[src/verilog/csr_pkg.sv]
/*
 * shared CSR definitions: address map, op and cause types,
 * widths, mstatus bit positions, read-modify-write function
 */

package csr_pkg;

  localparam int XLEN           = 32;
  localparam int N_FIXED_EVENTS = 11;  // built-in counter events
  localparam int PCCR_INDEX_W   = 5;

  // mstatus fields kept in hardware
  localparam int MSTATUS_MIE_BIT  = 3;
  localparam int MSTATUS_MPIE_BIT = 7;
  localparam int MSTATUS_MPP_LSB  = 11;  // two bits, always machine mode

  //////////////////////////////////////////////////////////////
  // address map
  //////////////////////////////////////////////////////////////

  typedef enum logic [11:0] {
    MSTATUS   = 12'h300,
    MISA      = 12'h301,
    MTVEC     = 12'h305,  // reads back the boot address
    MEPC      = 12'h341,
    MCAUSE    = 12'h342,
    PCCR_BASE = 12'h780,  // counter n sits at base + n
    PCCR_ALL  = 12'h79F,  // write hits every counter
    PCER      = 12'h7A0,
    PCMR      = 12'h7A1,
    MHARTID   = 12'hF14
  } csr_addr_e;

  typedef enum logic [1:0] {
    OP_NONE,
    OP_WRITE,
    OP_SET,
    OP_CLEAR
  } csr_op_e;

  // [5] interrupt flag, [4:0] code
  typedef logic [5:0] exc_cause_t;

  //////////////////////////////////////////////////////////////
  // read-modify-write
  //////////////////////////////////////////////////////////////

  function automatic logic [XLEN-1:0] csr_apply_op(
    input csr_op_e         op,
    input logic [XLEN-1:0] old_val,
    input logic [XLEN-1:0] wval
  );
    logic [XLEN-1:0] res;
    case (op)
      OP_WRITE: res = wval;
      OP_SET:   res = old_val | wval;
      OP_CLEAR: res = old_val & ~wval;
      default:  res = old_val;  // no-op keeps the old value
    endcase
    return res;
  endfunction

endpackage

[src/verilog/csr_access_ctrl.sv]
/*
 * CSR access control: address decode, read mux, op apply,
 * per-register write strobes
 */

`timescale 1ns/100ps

module csr_access_ctrl #(
  parameter int N_CNT = 13,
  parameter bit RV32E = 1'b0,
  parameter bit RV32M = 1'b1
) (
  input  logic                                csr_access_i,
  input  csr_pkg::csr_addr_e                  csr_addr_i,
  input  csr_pkg::csr_op_e                    csr_op_i,
  input  logic [csr_pkg::XLEN-1:0]            csr_wdata_i,
  input  logic [3:0]                          core_id_i,
  input  logic [5:0]                          cluster_id_i,
  input  logic [csr_pkg::XLEN-1:0]            boot_addr_i,
  input  logic                                mie_i,
  input  logic                                mpie_i,
  input  logic [csr_pkg::XLEN-1:0]            mepc_i,
  input  csr_pkg::exc_cause_t                 mcause_i,
  input  logic [N_CNT-1:0]                    pcer_i,
  input  logic [1:0]                          pcmr_i,
  input  logic [N_CNT-1:0][csr_pkg::XLEN-1:0] pccr_i,
  output logic [csr_pkg::XLEN-1:0]            csr_rdata_o,
  output logic [csr_pkg::XLEN-1:0]            csr_wdata_o,  // already merged with old value
  output logic                                mstatus_we_o,
  output logic                                mepc_we_o,
  output logic                                mcause_we_o,
  output logic                                pcer_we_o,
  output logic                                pcmr_we_o,
  output logic [N_CNT-1:0]                    pccr_we_o
);

  import csr_pkg::*;

  // misa: MXL=1 (rv32), I and C always, E and M by parameter
  localparam logic [XLEN-1:0] MISA_VALUE = (XLEN'(1) << 30)
                                         | (XLEN'(RV32M) << 12)
                                         | (XLEN'(1) << 8)
                                         | (XLEN'(RV32E) << 4)
                                         | (XLEN'(1) << 2);

  logic [11:0]             addr;
  logic [PCCR_INDEX_W-1:0] pccr_idx;
  logic                    is_pccr;      // anywhere in 0x780..0x79f
  logic                    pccr_all;
  logic                    pccr_valid;   // single counter that exists
  logic                    we;
  logic [XLEN-1:0]         rdata_int;

  //////////////////////////////////////////////////////////////
  // decode
  //////////////////////////////////////////////////////////////

  assign addr       = csr_addr_i;
  assign pccr_idx   = addr[PCCR_INDEX_W-1:0];
  assign is_pccr    = (addr[11:PCCR_INDEX_W] == PCCR_BASE[11:PCCR_INDEX_W]);
  assign pccr_all   = (addr == PCCR_ALL);
  assign pccr_valid = is_pccr && !pccr_all && (pccr_idx < N_CNT);

  // read mux
  always_comb begin
    rdata_int = '0;
    case (csr_addr_i)
      MSTATUS: begin
        rdata_int[MSTATUS_MPP_LSB +: 2] = 2'b11;  // mpp fixed to M
        rdata_int[MSTATUS_MPIE_BIT]     = mpie_i;
        rdata_int[MSTATUS_MIE_BIT]      = mie_i;
      end
      MISA:    rdata_int = MISA_VALUE;
      MTVEC:   rdata_int = boot_addr_i;
      MEPC:    rdata_int = mepc_i;
      MCAUSE:  rdata_int = {mcause_i[5], 26'b0, mcause_i[4:0]};
      MHARTID: rdata_int = {21'b0, cluster_id_i, 1'b0, core_id_i};
      PCER:    rdata_int[N_CNT-1:0] = pcer_i;
      PCMR:    rdata_int[1:0] = pcmr_i;
      default: begin
        if (pccr_valid) begin
          rdata_int = pccr_i[pccr_idx];
        end
      end  // PCCR_ALL and unknown addresses read 0
    endcase
  end

  assign csr_rdata_o = csr_access_i ? rdata_int : '0;

  //////////////////////////////////////////////////////////////
  // write path
  //////////////////////////////////////////////////////////////

  assign csr_wdata_o = csr_apply_op(csr_op_i, rdata_int, csr_wdata_i);
  assign we          = csr_access_i && (csr_op_i != OP_NONE);

  assign mstatus_we_o = we && (csr_addr_i == MSTATUS);
  assign mepc_we_o    = we && (csr_addr_i == MEPC);
  assign mcause_we_o  = we && (csr_addr_i == MCAUSE);
  assign pcer_we_o    = we && (csr_addr_i == PCER);
  assign pcmr_we_o    = we && (csr_addr_i == PCMR);

  for (genvar c = 0; c < N_CNT; c++) begin : g_pccr_we
    assign pccr_we_o[c] = we && is_pccr && (pccr_all || pccr_idx == PCCR_INDEX_W'(c));
  end

  // at most one register strobe per access
  always_comb begin
    assert ($onehot0({mstatus_we_o, mepc_we_o, mcause_we_o, pcer_we_o, pcmr_we_o,
                      |pccr_we_o}))
      else $error("csr_access_ctrl: more than one write strobe");
  end

endmodule

[src/verilog/machine_trap_regs.sv]
/*
 * machine trap state: mstatus (mie, mpie), mepc, mcause
 * trap save, mret, CSR writes
 */

`timescale 1ns/100ps

module machine_trap_regs (
  input  logic                     clk,
  input  logic                     rst_n,
  input  logic                     mstatus_we_i,
  input  logic                     mepc_we_i,
  input  logic                     mcause_we_i,
  input  logic [csr_pkg::XLEN-1:0] csr_wdata_i,
  input  logic                     csr_save_cause_i,    // trap entry pulse
  input  logic                     csr_save_if_i,
  input  logic                     csr_save_id_i,
  input  logic [csr_pkg::XLEN-1:0] pc_if_i,
  input  logic [csr_pkg::XLEN-1:0] pc_id_i,
  input  csr_pkg::exc_cause_t      csr_cause_i,
  input  logic                     csr_restore_mret_i,  // mret pulse
  output logic                     mie_o,
  output logic                     mpie_o,
  output logic [csr_pkg::XLEN-1:0] mepc_o,
  output csr_pkg::exc_cause_t      mcause_o
);

  import csr_pkg::*;

  logic [XLEN-1:0] exception_pc;

  // IF pc only when IF alone is selected, ID otherwise
  assign exception_pc = (csr_save_if_i && !csr_save_id_i) ? pc_if_i : pc_id_i;

  //////////////////////////////////////////////////////////////
  // mstatus
  //////////////////////////////////////////////////////////////

  always_ff @(posedge clk or negedge rst_n) begin
    if (!rst_n) begin
      mie_o  <= 1'b0;
      mpie_o <= 1'b0;
    end else if (csr_save_cause_i) begin
      mpie_o <= mie_o;  // stack the enable
      mie_o  <= 1'b0;
    end else if (csr_restore_mret_i) begin
      mie_o  <= mpie_o;
      mpie_o <= 1'b1;
    end else if (mstatus_we_i) begin
      mie_o  <= csr_wdata_i[MSTATUS_MIE_BIT];
      mpie_o <= csr_wdata_i[MSTATUS_MPIE_BIT];
    end
  end

  //////////////////////////////////////////////////////////////
  // mepc and mcause where a trap beats a csr write
  //////////////////////////////////////////////////////////////

  always_ff @(posedge clk or negedge rst_n) begin
    if (!rst_n) begin
      mepc_o <= '0;
    end else if (csr_save_cause_i) begin
      mepc_o <= exception_pc;
    end else if (mepc_we_i) begin
      mepc_o <= csr_wdata_i;
    end
  end

  always_ff @(posedge clk or negedge rst_n) begin
    if (!rst_n) begin
      mcause_o <= '0;
    end else if (csr_save_cause_i) begin
      mcause_o <= csr_cause_i;
    end else if (mcause_we_i) begin
      mcause_o <= {csr_wdata_i[XLEN-1], csr_wdata_i[4:0]};  // irq flag + code
    end
  end

  // the controller never enters and leaves a trap in one cycle
  a_save_mret_excl: assert property (@(posedge clk) disable iff (!rst_n)
    !(csr_save_cause_i && csr_restore_mret_i))
    else $error("machine_trap_regs: trap save and mret together");

endmodule

[src/verilog/perf_event_ctrl.sv]
/*
 * performance event control: PCER, PCMR, event vector,
 * registered per-counter increments
 */

`timescale 1ns/100ps

module perf_event_ctrl #(
  parameter  int N_EXT_CNT = 2,
  localparam int N_CNT     = csr_pkg::N_FIXED_EVENTS + N_EXT_CNT
) (
  input  logic                     clk,
  input  logic                     rst_n,
  input  logic                     if_valid_i,
  input  logic                     id_valid_i,
  input  logic                     is_compressed_i,
  input  logic                     is_decoding_i,
  input  logic                     imiss_i,
  input  logic                     pc_set_i,
  input  logic                     jump_i,
  input  logic                     branch_i,
  input  logic                     branch_taken_i,
  input  logic                     mem_load_i,
  input  logic                     mem_store_i,
  input  logic [N_EXT_CNT-1:0]     ext_counters_i,
  input  logic                     pcer_we_i,
  input  logic                     pcmr_we_i,
  input  logic [csr_pkg::XLEN-1:0] csr_wdata_i,
  output logic [N_CNT-1:0]         pcer_o,     // per-counter enable
  output logic [1:0]               pcmr_o,     // [0] global enable, [1] saturate
  output logic [N_CNT-1:0]         cnt_inc_o
);

  import csr_pkg::*;

  logic [N_CNT-1:0] events;

  assign events[0]  = 1'b1;                     // cycles
  assign events[1]  = if_valid_i;               // fetched instructions
  assign events[2]  = 1'b0;                     // reserved
  assign events[3]  = 1'b0;                     // reserved
  assign events[4]  = imiss_i & ~pc_set_i;      // fetch stall, not a redirect
  assign events[5]  = mem_load_i;
  assign events[6]  = mem_store_i;
  assign events[7]  = jump_i;
  assign events[8]  = branch_i;
  assign events[9]  = branch_taken_i;
  assign events[10] = id_valid_i & is_decoding_i & is_compressed_i;
  assign events[N_FIXED_EVENTS +: N_EXT_CNT] = ext_counters_i;

  //////////////////////////////////////////////////////////////
  // mode / enable registers and increment stage
  //////////////////////////////////////////////////////////////

  always_ff @(posedge clk or negedge rst_n) begin
    if (!rst_n) begin
      pcer_o    <= '0;
      pcmr_o    <= 2'b11;  // enabled and saturating out of reset
      cnt_inc_o <= '0;
    end else begin
      if (pcer_we_i) begin
        pcer_o <= csr_wdata_i[N_CNT-1:0];
      end
      if (pcmr_we_i) begin
        pcmr_o <= csr_wdata_i[1:0];
      end
      cnt_inc_o <= events & pcer_o & {N_CNT{pcmr_o[0]}};  // one cycle ahead of the add
    end
  end

endmodule

[src/verilog/perf_counter_bank.sv]
/*
 * performance counter registers, saturating or wrapping
 * increment, strobed writes
 */

`timescale 1ns/100ps

module perf_counter_bank #(
  parameter int N_CNT = 13
) (
  input  logic                                clk,
  input  logic                                rst_n,
  input  logic [N_CNT-1:0]                    cnt_inc_i,
  input  logic                                saturate_i,  // PCMR[1]
  input  logic [N_CNT-1:0]                    pccr_we_i,
  input  logic [csr_pkg::XLEN-1:0]            csr_wdata_i,
  output logic [N_CNT-1:0][csr_pkg::XLEN-1:0] pccr_o
);

  //////////////////////////////////////////////////////////////
  // counters
  //////////////////////////////////////////////////////////////

  for (genvar c = 0; c < N_CNT; c++) begin : g_cnt
    logic at_max;

    assign at_max = &pccr_o[c];

    always_ff @(posedge clk or negedge rst_n) begin
      if (!rst_n) begin
        pccr_o[c] <= '0;
      end else if (pccr_we_i[c]) begin
        pccr_o[c] <= csr_wdata_i;  // write beats increment
      end else if (cnt_inc_i[c] && !(saturate_i && at_max)) begin
        pccr_o[c] <= pccr_o[c] + 1'b1;  // wraps when not saturating
      end
    end

    // saturating counter sticks at all ones unless written
    a_sat_hold: assert property (@(posedge clk) disable iff (!rst_n)
      (saturate_i && at_max && !pccr_we_i[c]) |=> (pccr_o[c] != '0))
      else $error("perf_counter_bank: counter %0d wrapped while saturating", c);
  end

endmodule

[src/verilog/csr_file.sv]
/*
 * top level of the machine-mode CSR file
 * access control, trap registers, counter control and counters
 */

`timescale 1ns/100ps

module csr_file #(
  parameter int N_EXT_CNT = 2,     // at least 1, 31 counters max
  parameter bit RV32E     = 1'b0,
  parameter bit RV32M     = 1'b1
) (
  input  logic                     clk,
  input  logic                     rst_n,
  input  logic [3:0]               core_id_i,
  input  logic [5:0]               cluster_id_i,
  input  logic [csr_pkg::XLEN-1:0] boot_addr_i,
  // core CSR port
  input  logic                     csr_access_i,
  input  csr_pkg::csr_addr_e       csr_addr_i,
  input  logic [csr_pkg::XLEN-1:0] csr_wdata_i,
  input  csr_pkg::csr_op_e         csr_op_i,
  output logic [csr_pkg::XLEN-1:0] csr_rdata_o,
  // traps
  output logic                     m_irq_enable_o,
  output logic [csr_pkg::XLEN-1:0] mepc_o,
  input  logic [csr_pkg::XLEN-1:0] pc_if_i,
  input  logic [csr_pkg::XLEN-1:0] pc_id_i,
  input  logic                     csr_save_if_i,
  input  logic                     csr_save_id_i,
  input  logic                     csr_save_cause_i,
  input  csr_pkg::exc_cause_t      csr_cause_i,
  input  logic                     csr_restore_mret_i,
  // counter events
  input  logic                     if_valid_i,
  input  logic                     id_valid_i,
  input  logic                     is_compressed_i,
  input  logic                     is_decoding_i,
  input  logic                     imiss_i,
  input  logic                     pc_set_i,
  input  logic                     jump_i,
  input  logic                     branch_i,
  input  logic                     branch_taken_i,
  input  logic                     mem_load_i,
  input  logic                     mem_store_i,
  input  logic [N_EXT_CNT-1:0]     ext_counters_i
);

  import csr_pkg::*;

  localparam int N_CNT = N_FIXED_EVENTS + N_EXT_CNT;

  logic                        mpie;
  exc_cause_t                  mcause;
  logic [XLEN-1:0]             csr_wdata;    // merged write value
  logic                        mstatus_we;
  logic                        mepc_we;
  logic                        mcause_we;
  logic                        pcer_we;
  logic                        pcmr_we;
  logic [N_CNT-1:0]            pccr_we;
  logic [N_CNT-1:0]            pcer;
  logic [1:0]                  pcmr;
  logic [N_CNT-1:0]            cnt_inc;
  logic [N_CNT-1:0][XLEN-1:0]  pccr;

  //////////////////////////////////////////////////////////////
  // access control
  //////////////////////////////////////////////////////////////

  csr_access_ctrl #(
    .N_CNT (N_CNT),
    .RV32E (RV32E),
    .RV32M (RV32M)
  ) i_csr_access_ctrl (
    .csr_access_i (csr_access_i),
    .csr_addr_i   (csr_addr_i),
    .csr_op_i     (csr_op_i),
    .csr_wdata_i  (csr_wdata_i),
    .core_id_i    (core_id_i),
    .cluster_id_i (cluster_id_i),
    .boot_addr_i  (boot_addr_i),
    .mie_i        (m_irq_enable_o),
    .mpie_i       (mpie),
    .mepc_i       (mepc_o),
    .mcause_i     (mcause),
    .pcer_i       (pcer),
    .pcmr_i       (pcmr),
    .pccr_i       (pccr),
    .csr_rdata_o  (csr_rdata_o),
    .csr_wdata_o  (csr_wdata),
    .mstatus_we_o (mstatus_we),
    .mepc_we_o    (mepc_we),
    .mcause_we_o  (mcause_we),
    .pcer_we_o    (pcer_we),
    .pcmr_we_o    (pcmr_we),
    .pccr_we_o    (pccr_we)
  );

  // trap state, mie drives the irq enable directly
  machine_trap_regs i_machine_trap_regs (
    .clk                (clk),
    .rst_n              (rst_n),
    .mstatus_we_i       (mstatus_we),
    .mepc_we_i          (mepc_we),
    .mcause_we_i        (mcause_we),
    .csr_wdata_i        (csr_wdata),
    .csr_save_cause_i   (csr_save_cause_i),
    .csr_save_if_i      (csr_save_if_i),
    .csr_save_id_i      (csr_save_id_i),
    .pc_if_i            (pc_if_i),
    .pc_id_i            (pc_id_i),
    .csr_cause_i        (csr_cause_i),
    .csr_restore_mret_i (csr_restore_mret_i),
    .mie_o              (m_irq_enable_o),
    .mpie_o             (mpie),
    .mepc_o             (mepc_o),
    .mcause_o           (mcause)
  );

  //////////////////////////////////////////////////////////////
  // performance counters
  //////////////////////////////////////////////////////////////

  perf_event_ctrl #(
    .N_EXT_CNT (N_EXT_CNT)
  ) i_perf_event_ctrl (
    .clk             (clk),
    .rst_n           (rst_n),
    .if_valid_i      (if_valid_i),
    .id_valid_i      (id_valid_i),
    .is_compressed_i (is_compressed_i),
    .is_decoding_i   (is_decoding_i),
    .imiss_i         (imiss_i),
    .pc_set_i        (pc_set_i),
    .jump_i          (jump_i),
    .branch_i        (branch_i),
    .branch_taken_i  (branch_taken_i),
    .mem_load_i      (mem_load_i),
    .mem_store_i     (mem_store_i),
    .ext_counters_i  (ext_counters_i),
    .pcer_we_i       (pcer_we),
    .pcmr_we_i       (pcmr_we),
    .csr_wdata_i     (csr_wdata),
    .pcer_o          (pcer),
    .pcmr_o          (pcmr),
    .cnt_inc_o       (cnt_inc)
  );

  perf_counter_bank #(
    .N_CNT (N_CNT)
  ) i_perf_counter_bank (
    .clk         (clk),
    .rst_n       (rst_n),
    .cnt_inc_i   (cnt_inc),
    .saturate_i  (pcmr[1]),
    .pccr_we_i   (pccr_we),
    .csr_wdata_i (csr_wdata),
    .pccr_o      (pccr)
  );

endmodule

[config.mk]
export PLATFORM = sky130hd
export DESIGN_NAME = csr_file
export DESIGN_NICKNAME = d
export VERILOG_FILES = /design/src/verilog/csr_pkg.sv /design/src/verilog/csr_access_ctrl.sv /design/src/verilog/machine_trap_regs.sv /design/src/verilog/perf_event_ctrl.sv /design/src/verilog/perf_counter_bank.sv /design/src/verilog/csr_file.sv
export SDC_FILE = /design/constraint.sdc
export NUM_CORES = 2
export LEC_CHECK = 0
export BUFFER_PORTS_ARGS = -buffer_cell sky130_fd_sc_hd__buf_2
export CAP_MARGIN = 20
export CORE_UTILIZATION = 35
export CTS_BUF_LIST = sky130_fd_sc_hd__clkbuf_8
export DETAILED_ROUTE_END_ITERATION = 12
export PLACE_DENSITY_LB_ADDON = 0.05
export RECOVER_POWER = 100
export REMOVE_ABC_BUFFERS = 1
export SYNTH_ARGS = -nofsm -noshare
export SYNTH_HDL_FRONTEND = slang
export SYNTH_SLANG_ARGS = --single-unit
[constraint.sdc]
create_clock -name clk -period 3.7 [get_ports clk]
set_input_delay 0.74 -clock clk [delete_from_list [all_inputs] [get_ports clk]]
set_output_delay 0.74 -clock clk [all_outputs]
set_load 0.1 [all_outputs]
==> qor.yml <==
clkPwrFrac: 0.442
start_kind: "input port"
cp_max_fo: 9
layout-drive-gt1-share: 0.207
fmax_ghz: 0.271
finClkSkew_ns: 0.0498
crit_required_ns: 2.96
power_frac_comb: 0.135
h-tree-depth: 3
firstDrtPassIters: 6
vias_per_cell: 5.76
fin_setup_tns_ns: 0
antenna_found_initial: 6
final_hold_viol_count: 0
port_buffers: 242
die_h_um: 299
whs_ns: 0.256
fin_ws_ns: 0.0130
fp-row-count: 108
cap_violations: 1
layout_min_cycle_time_ns: 3.69
die_w_um: 299
p_leak_nw: 15.4
violations: "max-capacitance violations, max-slew violations"
synth.avg_cell_area_um2: 9.45
critPathCaptureType: "output pin"
dieArea_mm2: 0.0895
drcViolationCount: 0
instances_no_fill: 4926
tightest_slew_ns: 1.96
synth_edf_count: 0
pwr-share-seq: 0.422
min_from: "branch_taken_i"
gp_congestion: 0.963
place_ws_ns: -0.190
num_vias: 28400
cellPowerDensity_mw_per_mm2: 337
max-slew-margin-rel: -0.304
final_antenna_net_count: 0
clk_pin_slew_ns: 0.05
synth_commonest_cells: "480 x dfrtp_1, 374 x mux2i_1, 320 x nand2_1"
cts.sinks: 482
final_nets: 3884
yosysSeqAreaShare: 0.390
rrSetupSlack_ns: 0.20
worst-setup-path-type: "in -> out"
io-pin-count: 243
p_int_mw: 8.96
r2r_cells: 9
grt_use_total: 0.293
clock_latency_ns: 0.75
ys_types: 80
r2r-start: "i_perf_counter_bank.pccr_o[328]$_DFFE_PN0P_"
fin_crit_sh: 0.996
grt_remaining_overflow: 0
synthTopCellsByArea: "dfrtp_1 39%, mux2i_1 12%, xnor2_1 5.4%"
synth_top_area_cell: "dfrtp_1"
area_growth_pct: 23.6
p_sw_mw: 3.90
worst_ep_arrival_time_ns: 2.95
synth.most_common_cell: "dfrtp_1"
r2r_end: "i_perf_counter_bank.pccr_o[104]$_DFFE_PN0P_"
irDropWorstVdd_v: 0.000251
design.core.area_mm2: 0.0872
grt_pass1_vias: 28600
netlist_area_mm2: 0.0309
drt_wl_total_mm: 133
switching_share: 0.303
cts_root_buffer: "clkbuf_8"
initial_core_util: 0.355
slew_violations: 64
dp_hpwl_mm: 100
min-delay-path-class: "in -> reg"
grt_max_degree: 79
synth-main-ff-cell: "dfrtp_1"
whs_endpoint: "i_perf_event_ctrl.cnt_inc_o[9]$_DFF_PN0_"
outcome: "finished, violations left"
hold_depth: 2
setup-violations-final: 0
yosysTopAreaCellShare: 0.389
wl_per_cell_um: 27.1
grt_pass1_wl_mm: 195
clock_path_buffers: 3
synthCells: 3270
ys_ff_latch: 482
yosysWarnings: 0
drt-initial-drc-count: 2406
placed_cells: 4750
synthArstFlopShare: 1.00
cts_tree: "done"
cts_buffers: 94
==> power groups by stage <==
stage                     clock, mW  sequential (mW)  combinational [mW]
after floorplan                   0             5.77               0.464
after global placement            0             5.52                1.75
after detailed placement          0             5.52                1.76
after CTS                      5.84             5.43                1.77
after global routing           6.04             5.44                1.82
final                          5.69             5.43                1.74
==> registers in the layout, indices dropped and copies added (netlist names) <==
signal and cells:
i_machine_trap_regs.mcause_o 6, i_machine_trap_regs.mpie_o 1, i_machine_trap_regs.mepc_o 32, i_machine_trap_regs.mie_o 1
i_perf_event_ctrl.pcmr_o 2, i_perf_event_ctrl.pcer_o 13, i_perf_counter_bank.pccr_o 416, i_perf_event_ctrl.cnt_inc_o 11
==> timing repair <==
action / CTS / global route
pin swaps: 1 / 12
resized for setup: 12 / 23
endpoints found under the setup margin: 12 / 26
buffers inserted: 0 / 2
gates cloned: 0 / 1
hold buffers: 1 / 0
endpoints found under the hold margin: 34 / 0
==> area by class of cell <==
class	count	area, µm²
fill	8565	49000
multi-input combinational	2501	18000
sequential	482	12100
timing repair buffer	536	4450
clock buffer	114	1570
tap	1155	1450
clock inverter	56	382
inverter	80	300
antenna	2	5.00
==> how the worst max path moves through the flow <==
stage	startpoint	end	slack, ns	cells after the start
floorplan	csr_addr_i[10]	i_perf_counter_bank.pccr_o[246]$_DFFE_PN0P_	-1.47	6
global placement	csr_addr_i[1]	csr_rdata_o[15]	-0.15	8
detailed placement	csr_addr_i[1]	i_perf_counter_bank.pccr_o[158]$_DFFE_PN0P_	-0.19	12
CTS	csr_addr_i[3]	csr_rdata_o[31]	0.003	9
global route	csr_addr_i[0]	csr_rdata_o[1]	-0.03	10
finish	csr_addr_i[0]	csr_rdata_o[6]	0.01	11
==> critical path, stage by stage <==
cell,delay [ns]
buf_4,0.14
buf_12,0.15
buf_12,0.15
mux4_2,0.41
mux2i_4,0.10
buf_4,0.15
a211oi_1,0.52
nor2_1,0.14
nor2_1,0.13
buf_4,0.13
buf_12,0.16
==> routing by layer <==
| layer | part of all wire | global-route usage | up-vias |
|---|---|---|---|
| met5 | 0.00023 | 0 | - |
| met4 | 0.032 | 0.0945 | 4 |
| met3 | 0.051 | 0.0364 | 209 |
| met2 | 0.47 | 0.471 | 989 |
| met1 | 0.45 | 0.409 | 14400 |
| li1 | - | - | 12800 |
==> stage by stage <==
step | utilization | instance area, µm² | power, mW
floorplan | - | 30000 | 6.23
global placement | 0.417 | 36400 | 7.27
detailed placement | 0.417 | 36400 | 7.28
CTS | 0.440 | 38400 | 13.0
global route | 0.438 | 38200 | 13.3
finish | 0.438 | 38200 | 12.9
==> cell usage in the layout (no fill, tap or decap), types with 139 or more instances in the layout <==
| cell type | n |
|---|---|
| dfrtp_1 | 478 |
| mux2i_1 | 372 |
| nand2_1 | 320 |
| nor2_1 | 257 |
| buf_4 | 217 |
| xnor2_1 | 192 |
| buf_2 | 173 |
| nand3_1 | 142 |
| xor2_1 | 141 |
| a21oi_1 | 139 |
==> cell families (layout without fill, tap and decap cells) <==
| logic type | Yosys count | in the layout | share of synthesized area |
|---|---|---|---|
| adders and majority gates | 11 | 11 | 0.00445 |
| xor gates and xnor gates | 333 | 333 | 0.0944 |
| and+or+nand+nor | 1169 | 1169 | 0.187 |
| AOI/OAI and AO/OA | 541 | 541 | 0.113 |
| muxes | 447 | 447 | 0.171 |
| DFF | 482 | 482 | 0.390 |
| other | 0 | 2 | 0 |
| buffers and inverters | 287 | 786 | 0.0396 |
(Power assumes the default switching activity.)
